[src/logic/bridge_pkg.sv]
package bridge_pkg;

    localparam int WORD_W = 32;
    localparam int STRB_W = 4;

    // Encoding follows the load/store size field of the core
    typedef enum logic [1:0] {
        SIZE_BYTE = 2'b00,
        SIZE_HALF = 2'b01,
        SIZE_WORD = 2'b10
    } access_size_t;

    typedef struct packed {
        logic [WORD_W-1:0] addr;
    } fetch_req_t;

    // Address is word aligned, the byte offset travels separately
    typedef struct packed {
        logic [WORD_W-1:0] addr;
        logic              we;
        logic [STRB_W-1:0] strb;
        logic [WORD_W-1:0] wdata;
        access_size_t      size;
        logic              sgn;
        logic [1:0]        off;
    } data_req_t;

    typedef struct packed {
        logic [WORD_W-1:0] addr;
        logic              we;
        logic [STRB_W-1:0] strb;
        logic [WORD_W-1:0] wdata;
    } bus_req_t;

endpackage

[src/logic/bus_arbiter.sv]
`timescale 1ns/1ps

module bus_arbiter (
    input  logic                          Clk,
    input  logic                          i_rst,
    input  logic                          i_data_valid,
    input  bridge_pkg::data_req_t         i_data_slot,
    input  logic                          i_fetch_valid,
    input  bridge_pkg::fetch_req_t        i_fetch_slot,
    input  logic                          i_bus_rsp,
    input  logic [bridge_pkg::WORD_W-1:0] i_bus_rdata,
    output logic                          o_data_take,
    output logic                          o_fetch_take,
    output logic                          o_bus_req,
    output bridge_pkg::bus_req_t          o_bus,
    output logic                          o_data_rsp,
    output logic                          o_fetch_rsp,
    output logic [bridge_pkg::WORD_W-1:0] o_rsp_data
);

    logic                 outstanding;
    logic                 owner_data;
    bridge_pkg::bus_req_t bus_next;

    // Data wins when both slots wait
    assign o_data_take  = ~outstanding & i_data_valid;
    assign o_fetch_take = ~outstanding & ~i_data_valid & i_fetch_valid;

    always_comb begin
        if (o_data_take) begin
            bus_next.addr  = i_data_slot.addr;
            bus_next.we    = i_data_slot.we;
            bus_next.strb  = i_data_slot.strb;
            bus_next.wdata = i_data_slot.wdata;
        end else begin
            bus_next.addr  = i_fetch_slot.addr;
            bus_next.we    = 1'b0;
            bus_next.strb  = '0;
            bus_next.wdata = '0;
        end
    end

    always_ff @(posedge Clk) begin
        if (i_rst) begin
            outstanding <= 1'b0;
            owner_data  <= 1'b0;
            o_bus_req   <= 1'b0;
        end else begin
            o_bus_req <= o_data_take | o_fetch_take;
            if (o_data_take || o_fetch_take) begin
                outstanding <= 1'b1;
                owner_data  <= o_data_take;
            end else if (i_bus_rsp) begin
                outstanding <= 1'b0;
            end
        end
    end

    always_ff @(posedge Clk) begin
        if (o_data_take || o_fetch_take) begin
            o_bus <= bus_next;
        end
    end

    // Response goes to whichever port owns the transaction
    assign o_data_rsp  = i_bus_rsp & outstanding & owner_data;
    assign o_fetch_rsp = i_bus_rsp & outstanding & ~owner_data;
    assign o_rsp_data  = i_bus_rdata;

endmodule

[src/logic/data_port.sv]
`timescale 1ns/1ps

module data_port (
    input  logic                          Clk,
    input  logic                          i_rst,
    input  logic                          i_data_req,
    input  logic [bridge_pkg::WORD_W-1:0] i_data_addr,
    input  logic                          i_data_we,
    input  bridge_pkg::access_size_t      i_data_size,
    input  logic                          i_data_signed,
    input  logic [bridge_pkg::WORD_W-1:0] i_data_wdata,
    input  logic                          i_grant_take,
    input  logic                          i_rsp,
    input  logic [bridge_pkg::WORD_W-1:0] i_rsp_data,
    output logic                          o_slot_valid,
    output bridge_pkg::data_req_t         o_slot_req,
    output logic                          o_data_done,
    output logic [bridge_pkg::WORD_W-1:0] o_data_rdata,
    output logic                          o_data_err,
    output logic                          o_data_busy
);

    logic                          accept;
    logic                          misaligned;
    logic [bridge_pkg::STRB_W-1:0] mask;
    logic [bridge_pkg::WORD_W-1:0] lanes;
    logic [bridge_pkg::WORD_W-1:0] shifted;
    logic [bridge_pkg::WORD_W-1:0] load_val;
    bridge_pkg::data_req_t         new_req;

    assign accept = i_data_req & ~o_data_busy;

    always_comb begin
        case (i_data_size)
            bridge_pkg::SIZE_BYTE: begin
                misaligned = 1'b0;
                mask       = 4'b0001 << i_data_addr[1:0];
                lanes      = {4{i_data_wdata[7:0]}};
            end
            bridge_pkg::SIZE_HALF: begin
                misaligned = i_data_addr[0];
                mask       = 4'b0011 << i_data_addr[1:0];
                lanes      = {2{i_data_wdata[15:0]}};
            end
            bridge_pkg::SIZE_WORD: begin
                misaligned = |i_data_addr[1:0];
                mask       = 4'b1111;
                lanes      = i_data_wdata;
            end
            default: begin
                misaligned = 1'b1;
                mask       = '0;
                lanes      = i_data_wdata;
            end
        endcase
    end

    always_comb begin
        new_req.addr  = {i_data_addr[bridge_pkg::WORD_W-1:2], 2'b00};
        new_req.we    = i_data_we;
        new_req.strb  = i_data_we ? mask : '0;
        new_req.wdata = lanes;
        new_req.size  = i_data_size;
        new_req.sgn   = i_data_signed;
        new_req.off   = i_data_addr[1:0];
    end

    req_slot #(
        .payload_t(bridge_pkg::data_req_t)
    ) u_slot (
        .Clk      (Clk),
        .i_rst    (i_rst),
        .i_load   (accept & ~misaligned),
        .i_payload(new_req),
        .i_take   (i_grant_take),
        .o_valid  (o_slot_valid),
        .o_payload(o_slot_req)
    );

    // Addressed lanes down to bit 0, then extend
    assign shifted = i_rsp_data >> {o_slot_req.off, 3'b000};

    always_comb begin
        case (o_slot_req.size)
            bridge_pkg::SIZE_BYTE: begin
                load_val = {{24{o_slot_req.sgn & shifted[7]}}, shifted[7:0]};
            end
            bridge_pkg::SIZE_HALF: begin
                load_val = {{16{o_slot_req.sgn & shifted[15]}}, shifted[15:0]};
            end
            default: begin
                load_val = shifted;
            end
        endcase
    end

    always_ff @(posedge Clk) begin
        if (i_rst) begin
            o_data_done <= 1'b0;
            o_data_err  <= 1'b0;
            o_data_busy <= 1'b0;
        end else begin
            o_data_done <= i_rsp | (accept & misaligned);
            o_data_err  <= accept & misaligned;
            if (accept && !misaligned) begin
                o_data_busy <= 1'b1;
            end else if (i_rsp) begin
                o_data_busy <= 1'b0;
            end
        end
    end

    always_ff @(posedge Clk) begin
        if (i_rsp) begin
            o_data_rdata <= load_val;
        end
    end

endmodule

[src/logic/fetch_port.sv]
`timescale 1ns/1ps

module fetch_port (
    input  logic                          Clk,
    input  logic                          i_rst,
    input  logic                          i_fetch_req,
    input  logic [bridge_pkg::WORD_W-1:0] i_fetch_addr,
    input  logic                          i_grant_take,
    input  logic                          i_rsp,
    input  logic [bridge_pkg::WORD_W-1:0] i_rsp_data,
    output logic                          o_slot_valid,
    output bridge_pkg::fetch_req_t        o_slot_req,
    output logic                          o_fetch_done,
    output logic [bridge_pkg::WORD_W-1:0] o_fetch_instr,
    output logic                          o_fetch_err,
    output logic                          o_fetch_busy
);

    logic                   accept;
    logic                   misaligned;
    bridge_pkg::fetch_req_t new_req;

    assign misaligned   = |i_fetch_addr[1:0];
    assign accept       = i_fetch_req & ~o_fetch_busy;
    assign new_req.addr = i_fetch_addr;

    req_slot #(
        .payload_t(bridge_pkg::fetch_req_t)
    ) u_slot (
        .Clk      (Clk),
        .i_rst    (i_rst),
        .i_load   (accept & ~misaligned),
        .i_payload(new_req),
        .i_take   (i_grant_take),
        .o_valid  (o_slot_valid),
        .o_payload(o_slot_req)
    );

    // Misaligned fetch completes on the next edge without touching the bus
    always_ff @(posedge Clk) begin
        if (i_rst) begin
            o_fetch_done <= 1'b0;
            o_fetch_err  <= 1'b0;
            o_fetch_busy <= 1'b0;
        end else begin
            o_fetch_done <= i_rsp | (accept & misaligned);
            o_fetch_err  <= accept & misaligned;
            if (accept && !misaligned) begin
                o_fetch_busy <= 1'b1;
            end else if (i_rsp) begin
                o_fetch_busy <= 1'b0;
            end
        end
    end

    always_ff @(posedge Clk) begin
        if (i_rsp) begin
            o_fetch_instr <= i_rsp_data;
        end
    end

endmodule

[src/logic/mem_bridge_top.sv]
`timescale 1ns/1ps

module mem_bridge_top #(
    parameter int RST_CNT_W = 4
) (
    input  logic                          Clk,
    input  logic                          Myreset,
    input  logic                          i_fetch_req,
    input  logic [bridge_pkg::WORD_W-1:0] i_fetch_addr,
    output logic                          o_fetch_done,
    output logic [bridge_pkg::WORD_W-1:0] o_fetch_instr,
    output logic                          o_fetch_err,
    output logic                          o_fetch_busy,
    input  logic                          i_data_req,
    input  logic [bridge_pkg::WORD_W-1:0] i_data_addr,
    input  logic                          i_data_we,
    input  bridge_pkg::access_size_t      i_data_size,
    input  logic                          i_data_signed,
    input  logic [bridge_pkg::WORD_W-1:0] i_data_wdata,
    output logic                          o_data_done,
    output logic [bridge_pkg::WORD_W-1:0] o_data_rdata,
    output logic                          o_data_err,
    output logic                          o_data_busy,
    output logic                          o_bus_req,
    output bridge_pkg::bus_req_t          o_bus,
    input  logic                          i_bus_rsp,
    input  logic [bridge_pkg::WORD_W-1:0] i_bus_rdata,
    output logic                          o_ready
);

    logic                          rst_core;
    logic                          fetch_valid;
    logic                          fetch_take;
    logic                          fetch_rsp;
    bridge_pkg::fetch_req_t        fetch_slot;
    logic                          data_valid;
    logic                          data_take;
    logic                          data_rsp;
    bridge_pkg::data_req_t         data_slot;
    logic [bridge_pkg::WORD_W-1:0] rsp_data;

    reset_stretch #(
        .RST_CNT_W(RST_CNT_W)
    ) u_reset (
        .i_clk     (Clk),
        .i_rst     (Myreset),
        .o_rst_core(rst_core),
        .o_ready   (o_ready)
    );

    fetch_port u_fetch (
        .Clk          (Clk),
        .i_rst        (rst_core),
        .i_fetch_req  (i_fetch_req),
        .i_fetch_addr (i_fetch_addr),
        .i_grant_take (fetch_take),
        .i_rsp        (fetch_rsp),
        .i_rsp_data   (rsp_data),
        .o_slot_valid (fetch_valid),
        .o_slot_req   (fetch_slot),
        .o_fetch_done (o_fetch_done),
        .o_fetch_instr(o_fetch_instr),
        .o_fetch_err  (o_fetch_err),
        .o_fetch_busy (o_fetch_busy)
    );

    data_port u_data (
        .Clk          (Clk),
        .i_rst        (rst_core),
        .i_data_req   (i_data_req),
        .i_data_addr  (i_data_addr),
        .i_data_we    (i_data_we),
        .i_data_size  (i_data_size),
        .i_data_signed(i_data_signed),
        .i_data_wdata (i_data_wdata),
        .i_grant_take (data_take),
        .i_rsp        (data_rsp),
        .i_rsp_data   (rsp_data),
        .o_slot_valid (data_valid),
        .o_slot_req   (data_slot),
        .o_data_done  (o_data_done),
        .o_data_rdata (o_data_rdata),
        .o_data_err   (o_data_err),
        .o_data_busy  (o_data_busy)
    );

    bus_arbiter u_arb (
        .Clk          (Clk),
        .i_rst        (rst_core),
        .i_data_valid (data_valid),
        .i_data_slot  (data_slot),
        .i_fetch_valid(fetch_valid),
        .i_fetch_slot (fetch_slot),
        .i_bus_rsp    (i_bus_rsp),
        .i_bus_rdata  (i_bus_rdata),
        .o_data_take  (data_take),
        .o_fetch_take (fetch_take),
        .o_bus_req    (o_bus_req),
        .o_bus        (o_bus),
        .o_data_rsp   (data_rsp),
        .o_fetch_rsp  (fetch_rsp),
        .o_rsp_data   (rsp_data)
    );

endmodule

[src/logic/req_slot.sv]
`timescale 1ns/1ps

module req_slot #(
    parameter type payload_t = logic [31:0]
) (
    input  logic     Clk,
    input  logic     i_rst,
    input  logic     i_load,
    input  payload_t i_payload,
    input  logic     i_take,
    output logic     o_valid,
    output payload_t o_payload
);

    always_ff @(posedge Clk) begin
        if (i_rst) begin
            o_valid <= 1'b0;
        end else if (i_load) begin
            o_valid <= 1'b1;
        end else if (i_take) begin
            o_valid <= 1'b0;
        end
    end

    // Payload stays put after the take, the port reads it on the response
    always_ff @(posedge Clk) begin
        if (i_load) begin
            o_payload <= i_payload;
        end
    end

endmodule

[src/logic/reset_stretch.sv]
`timescale 1ns/1ps

module reset_stretch #(
    parameter int RST_CNT_W = 4
) (
    input  logic i_clk,
    input  logic i_rst,
    output logic o_rst_core,
    output logic o_ready
);

    logic [RST_CNT_W-1:0] cnt;
    logic                 cnt_full;

    assign cnt_full = &cnt;

    // Counter stops once saturated, core reset drops on the next edge
    always_ff @(posedge i_clk) begin
        if (i_rst) begin
            cnt        <= '0;
            o_rst_core <= 1'b1;
            o_ready    <= 1'b0;
        end else begin
            if (!cnt_full) begin
                cnt <= cnt + 1'b1;
            end
            o_rst_core <= ~cnt_full;
            o_ready    <= cnt_full;
        end
    end

endmodule

[config.mk]
export PLATFORM = sky130hd
export DESIGN_NAME = mem_bridge_top
export DESIGN_NICKNAME = d
export VERILOG_FILES = /design/src/logic/bridge_pkg.sv /design/src/logic/bus_arbiter.sv /design/src/logic/data_port.sv /design/src/logic/fetch_port.sv /design/src/logic/mem_bridge_top.sv /design/src/logic/req_slot.sv /design/src/logic/reset_stretch.sv
export SDC_FILE = /design/constraint.sdc
export NUM_CORES = 1
export LEC_CHECK = 0
export ABC_AREA = 1
export BUFFER_PORTS_ARGS = -buffer_cell sky130_fd_sc_hd__buf_4
export CAP_MARGIN = 20
export CORE_MARGIN = 2
export CORE_UTILIZATION = 55
export DETAILED_ROUTE_END_ITERATION = 16
export PLACE_DENSITY = 0.83
export SYNTH_ARGS = -nofsm -noshare
export SYNTH_HDL_FRONTEND = slang
export SYNTH_SLANG_ARGS = --single-unit
[constraint.sdc]
create_clock -name Clk -period 5.27 [get_ports Clk]
set_input_delay 0 -clock Clk [delete_from_list [all_inputs] [get_ports Clk]]
set_output_delay 0 -clock Clk [all_outputs]
set_load 0.03 [all_outputs]
## Word level (Yosys, flattened, before mapping)

Index checks and enable logic that the tools add are counted.

- Muxes and demuxes: 15
- Equal/unequal tests: 3
- Reductions and logical operators: 15
- $add $sub $neg: 1
- Shift operators: 3
- Bitwise operators: 25

Operators with widths:

| operator | number |
|---|---|
| $pmux W32 S2 | 2 |
| $mux W69 | 1 |
| $shr A32 B5 Y32 | 1 |
| $and A1 B1 Y1 | 14 |
| $pmux W4 S3 | 1 |
| $mux W1 | 10 |
| $reduce_bool A2 Y1 | 5 |
| $not A1 Y1 | 8 |
| $add A4 B1 Y4 const B | 1 |
| $eq A2 B1 Y1 const B | 2 |
| $logic_not A2 Y1 | 2 |
| $reduce_and A4 Y1 | 1 |
| $reduce_or A2 Y1 | 2 |
| $shl A1 B2 Y4 const A | 1 |
| $shl A2 B2 Y4 const A | 1 |
| $or A1 B1 Y1 | 3 |
| $pmux W1 S3 | 1 |
| $eq A2 B2 Y1 const B | 1 |
| $logic_and A1 B1 Y1 | 2 |
| $logic_not A1 Y1 | 2 |
| $logic_or A1 B1 Y1 | 1 |

- Logic and storage cells: 91
- Input bits: 137
- Register bits: 254
- Output and inout bits: 141

## Logic depth before layout (Yosys ltp)

- Word-level depth: 5
- Depth in mapped cells: 7
- Mapped depth without buffers: 7

## Hierarchy

Synthesis repeated with hierarchy kept, for this count alone.

- Cell total of the unflattened synthesis: 792
- Area, all modules: 10060.9 um^2

Modules (own cells, without submodules):

| module | cells an instance | area each (um^2) | times used | sequential area each (um^2) |
|---|---|---|---|---|
| bus_arbiter | 301 | 3168.0 | 1 | 2132.0 |
| data_port | 294 | 2302.2 | 1 | 1021.0 |
| req_slot at u_data.u_slot | 79 | 2262.2 | 1 | 2242.2 |
| fetch_port | 49 | 1078.5 | 1 | 1021.0 |
| req_slot at u_fetch.u_slot | 37 | 1001.0 | 1 | 980.9 |
| reset_stretch | 32 | 249.0 | 1 | 120.1 |

## Worst setup path before layout

OpenSTA, ideal clock, no wires.

- Kind: register -> register
- Start: register u_data.o_data_busy
- End: register u_data.u_slot.o_payload[0] (netlist name) (enable)
- Setup time: 0.426 ns
- Stages on the path, launching flop included: 4
- Buffers on the path: 0
- Data required time: 4.844 ns
- Data arrival time: 2.106 ns
- Slack: 2.739 ns
- Period minus slack after synthesis: 2.531 ns
- Cells stage by stage: dfxtp_1 > nor2_1 > nand3_1 > inv_1

- Longest elaborated chain between the ends: 3

Ends and longest elaborated chain:

| what | RTL line | RTL |
|---|---|---|
| start: declaration | data_port.sv:20 | `output logic o_data_busy` |
| start signal: assignment | data_port.sv:101 | `o_data_busy <= 1'b0;` |
| start signal: assignment | data_port.sv:106 | `o_data_busy <= 1'b1;` |
| start signal: assignment | data_port.sv:108 | `o_data_busy <= 1'b0;` |
| $not A1 Y1 | data_port.sv:31 | `assign accept = i_data_req & ~o_data_busy;` |
| $and A1 B1 Y1 | data_port.sv:31 |  |
| $and A1 B1 Y1 | data_port.sv:73 | `.i_load (accept & ~misaligned),` |
| net u_data.u_slot.i_load | req_slot.sv:8 | `input logic i_load,` |
| end signal: assignment | req_slot.sv:28 | `o_payload <= i_payload;` |
| end: declaration | req_slot.sv:12 | `output payload_t o_payload` |

The timed path passes the listed nets, and every way through them passes these cells.
A chain may end at the register's enable or synchronous reset.

## Worst setup path after layout

- Start: register u_data.u_slot.o_valid
- End: register, netlist name u_arb.o_bus[65]

- Longest elaborated chain between the ends: 4
- Elaborated cells between the ends (all ways): 5
- Those cells by class: 4 x bitwise; 1 x reduce/logical

Ends and longest elaborated chain:

| what | RTL line | RTL |
|---|---|---|
| start: declaration | req_slot.sv:11 | `output logic o_valid,` |
| start signal: assignment | req_slot.sv:17 | `o_valid <= 1'b0;` |
| start signal: assignment | req_slot.sv:19 | `o_valid <= 1'b1;` |
| start signal: assignment | req_slot.sv:21 | `o_valid <= 1'b0;` |
| $not A1 Y1 | bus_arbiter.sv:27 | `assign o_fetch_take = ~outstanding & ~i_data_valid & i_fetch_valid;` |
| $and A1 B1 Y1 (2 in series) | bus_arbiter.sv:27 |  |
| $logic_or A1 B1 Y1 * | bus_arbiter.sv:60 | `if (o_data_take \|\| o_fetch_take) begin` |

Every way passes the cells marked *; elsewhere a longest branch is shown, timed or not.

==> impl_metrics.ini <==
[clock_tree]
path_clk_slew_ns = 0.07
clock_path_buffers = 3
cts_sinks = 254
htree_levels = 1
cts_root_buf = clkbuf_16
clk_latency_ns = 0.53
cts_buffers = 25
tritoncts = yes
post_cts.repair.setup_buffers = 0

[placed_design]
hpwlAfterDp_um = 15200
io_buffer_count = 277
gp_congestion = 0.856

[sta]
tns_ns = 0
timing.slew.headroom_pct = 34.0
finalCriticalPeriod_ns = 2.95
finalHoldViolCount = 0
fin_worst_skew_ns = 0.0104
max_freq_mhz = 338
slew_viol_final = 0
setup_viol = 0
worst_slew_pin_slew_ns = 0.986
fin_crit_sh_pct = 56.1
rsz0062_at_grt = false

[detailed_routing]
drt-wirelength-per-cell_um = 19.2
antenna_left = 0
num_vias = 7530
drc_errors = 0
via_per_inst = 5.25
drtIter0Drc = 628
routed_wl_um = 27500
first_pass_iters = 5

[worst_setup_path]
r2r_start = u_data.u_slot.o_valid$_SDFFE_PP0P_
slowest_delay_ns = 0.66
start_kind = flip-flop
regToRegSetupSlack_ns = 2.32
crit_path_end_kind = flip-flop
r2r_cells = 5
arrival_ns = 3.12
cpMostUsedCell = inv_2
path_class = flip-flop to flip-flop
slowest_stage = nor2_4
crit_chain = inv_2 -> nor2_4 -> a21oi_1 -> inv_2 -> buf_4
critPathMaxFanout = 36
worstReg2RegEnd = u_arb.o_bus[65]$_DFFE_PP_
required_ns = 5.43

[min_path]
hp-class = primary input to flip-flop
min-delay-start = i_fetch_addr[18]
hold_end = u_fetch.u_slot.o_payload[18]$_DFFE_PP_
hold_depth = 2

[logic_synthesis]
synth_seq_cells = 254
ys_warn_count = 0
synth_edf_count = 237
syn_area_um2 = 9620
yosysSeqAreaShare_pct = 77.5
synth.distinct_cells = 23
syn_area_per_cell_um2 = 12.8
synth_top_flop_cell = edfxtp_1
netlist_instances = 753
synthArstFlopShare_pct = 0
synth_nets = 891

[final_layout]
final_cell_mix = 282 x buf_4, 237 x edfxtp_1, 212 x nand2_1
area_growth_syn_to_layout_pct = 48.2
final_common_cell = buf_4
nets = 1325
drive_gt1_share_pct = 27.3

[run]
drv_cap = 0

[die]
die_x_um = 136
die_h_um = 136
ioPinCount = 278
row_count = 48
die_area_um2 = 18600
core-area_um2 = 17200
start_util_pct = 56.0

[grt]
grt.total_usage_pct = 29.2
grt_max_degree = 73
antenna_found_initial = 2
grt_pass1_wl_um = 40500
grt_overflow = 0
grt_pass1_vias = 7661

[power_and_ir_drop]
total_leakage_power_nw = 6.13
powerDensity_nw_per_um2 = 325
finalPower_mw = 4.63
irDropWorstVdd_uv = 298

[status]
outcome = finished, final reports clean
==> area by class of cell <==
cell class	instances	area [um2]
clock buffer	28	637
antenna	2	5.00
inverter	81	307
timing repair buffer	435	3660
sequential	254	7460
fill	836	2920
tap	225	282
multi-input combinational	390	1690
clock inverter	18	224
==> worst max-delay path, delay by kind of cell, from the launching register on <==
family / cells / cell delay (ns)
AO/OA/AOI/OAI: 1 / 0.20
buffers and inverters: 3 / 1.25
flip-flops: 1 / 0.44
AND/OR/NAND/NOR: 1 / 0.66
==> repair_timing <==
action	in CTS	in global routing
endpoints found under the hold margin	176	0
hold buffers	152	0
gates resized for setup	0	0
==> per-layer routing <==
| metal | global-route usage (%) | up-vias | routed length [um] |
|---|---|---|---|
| li1 | - | 3428 | - |
| met1 | 32.6 | 3605 | 9440 |
| met2 | 53.5 | 415 | 14600 |
| met3 | 6.34 | 82 | 2290 |
| met4 | 12.4 | 0 | 1190 |
| met5 | 0 | - | 0 |
==> power breakdown <==
| part | internal (mW) | switching [mW] | total (mW) |
|---|---|---|---|
| combinational | 0.207 | 0.225 | 0.432 |
| sequential | 2.29 | 0.0367 | 2.32 |
| clock | 1.12 | 0.758 | 1.88 |
| total | 3.61 | 1.02 | 4.63 |
==> synth_stat cells (2+ instances only) <==
master / number / share of area, %
a31oi_1: 2 / 0.13
a21oi_1: 32 / 1.7
nor3_1: 2 / 0.10
nand2_1: 212 / 8.3
inv_1: 77 / 3.0
o211ai_1: 7 / 0.55
buf_4: 3 / 0.23
inv_2: 3 / 0.12
o21ai_0: 33 / 1.7
nand3_1: 37 / 1.9
buf_2: 17 / 0.88
buf_6: 4 / 0.47
dfxtp_1: 17 / 3.5
nor2_1: 58 / 2.3
nor2_4: 2 / 0.23
clkbuf_1: 4 / 0.16
edfxtp_1: 237 / 74
==> flip-flops by register name, indices dropped and copies added (netlist names) <==
name and cells:
u_data.u_slot.o_payload 72, u_arb.o_bus 69, u_data.o_data_rdata 32, u_fetch.o_fetch_instr 32, u_fetch.u_slot.o_payload 32, u_reset.cnt 4
u_arb.o_bus_req 1, u_arb.outstanding 1, u_arb.owner_data 1, u_data.o_data_busy 1, u_data.o_data_done 1, u_data.o_data_err 1
u_data.u_slot.o_valid 1, u_fetch.o_fetch_busy 1, u_fetch.o_fetch_done 1, u_fetch.o_fetch_err 1, u_fetch.u_slot.o_valid 1, u_reset.o_ready 1
u_reset.o_rst_core 1
==> logic make-up after synthesis <==
kind of cell	count (synthesis)	synth area share (%)
adder cells (fa/ha/maj)	1	0.130
buffers and inverters	109	4.93
AO/OA/AOI/OAI	74	4.06
XOR/XNOR	1	0.0910
flip-flops	254	77.5
AND/OR/NAND/NOR	314	13.3
==> worst max path at each step <==
stage | startpoint | endpoint | slack (ns) | cells after the start
floorplan | u_data.o_data_busy$_SDFFE_PP0P_ | u_data.u_slot.o_payload[0]$_DFFE_PP_ | 2.74 | 3
global placement | u_data.u_slot.o_valid$_SDFFE_PP0P_ | u_arb.o_bus[57]$_DFFE_PP_ | 2.52 | 5
detailed placement | u_data.u_slot.o_valid$_SDFFE_PP0P_ | u_arb.o_bus[61]$_DFFE_PP_ | 2.46 | 5
CTS | u_data.u_slot.o_valid$_SDFFE_PP0P_ | u_arb.o_bus[65]$_DFFE_PP_ | 2.44 | 5
global route | u_data.u_slot.o_valid$_SDFFE_PP0P_ | u_arb.o_bus[36]$_SDFFCE_PN0P_ | 2.13 | 5
finish | u_data.u_slot.o_valid$_SDFFE_PP0P_ | u_arb.o_bus[65]$_DFFE_PP_ | 2.32 | 5
==> stage by stage <==
step | instance area, um2 | util, % | worst slack [ns] | instances | hold slack (ns)
after floorplan | 9620 | - | 2.74 | 753 | 0.0989
after global placement | 11900 | 69.0 | 2.52 | 1232 | 0.179
after detailed placement | 11900 | 69.1 | 2.46 | 1233 | 0.179
after CTS | 14300 | 83.0 | 2.44 | 1431 | 0.178
after global routing | 14300 | 83.0 | 2.13 | 1432 | 0.191
final | 14300 | 83.0 | 2.32 | 1433 | 0.189
No activity file was read; power rests on OpenSTA's default activity.
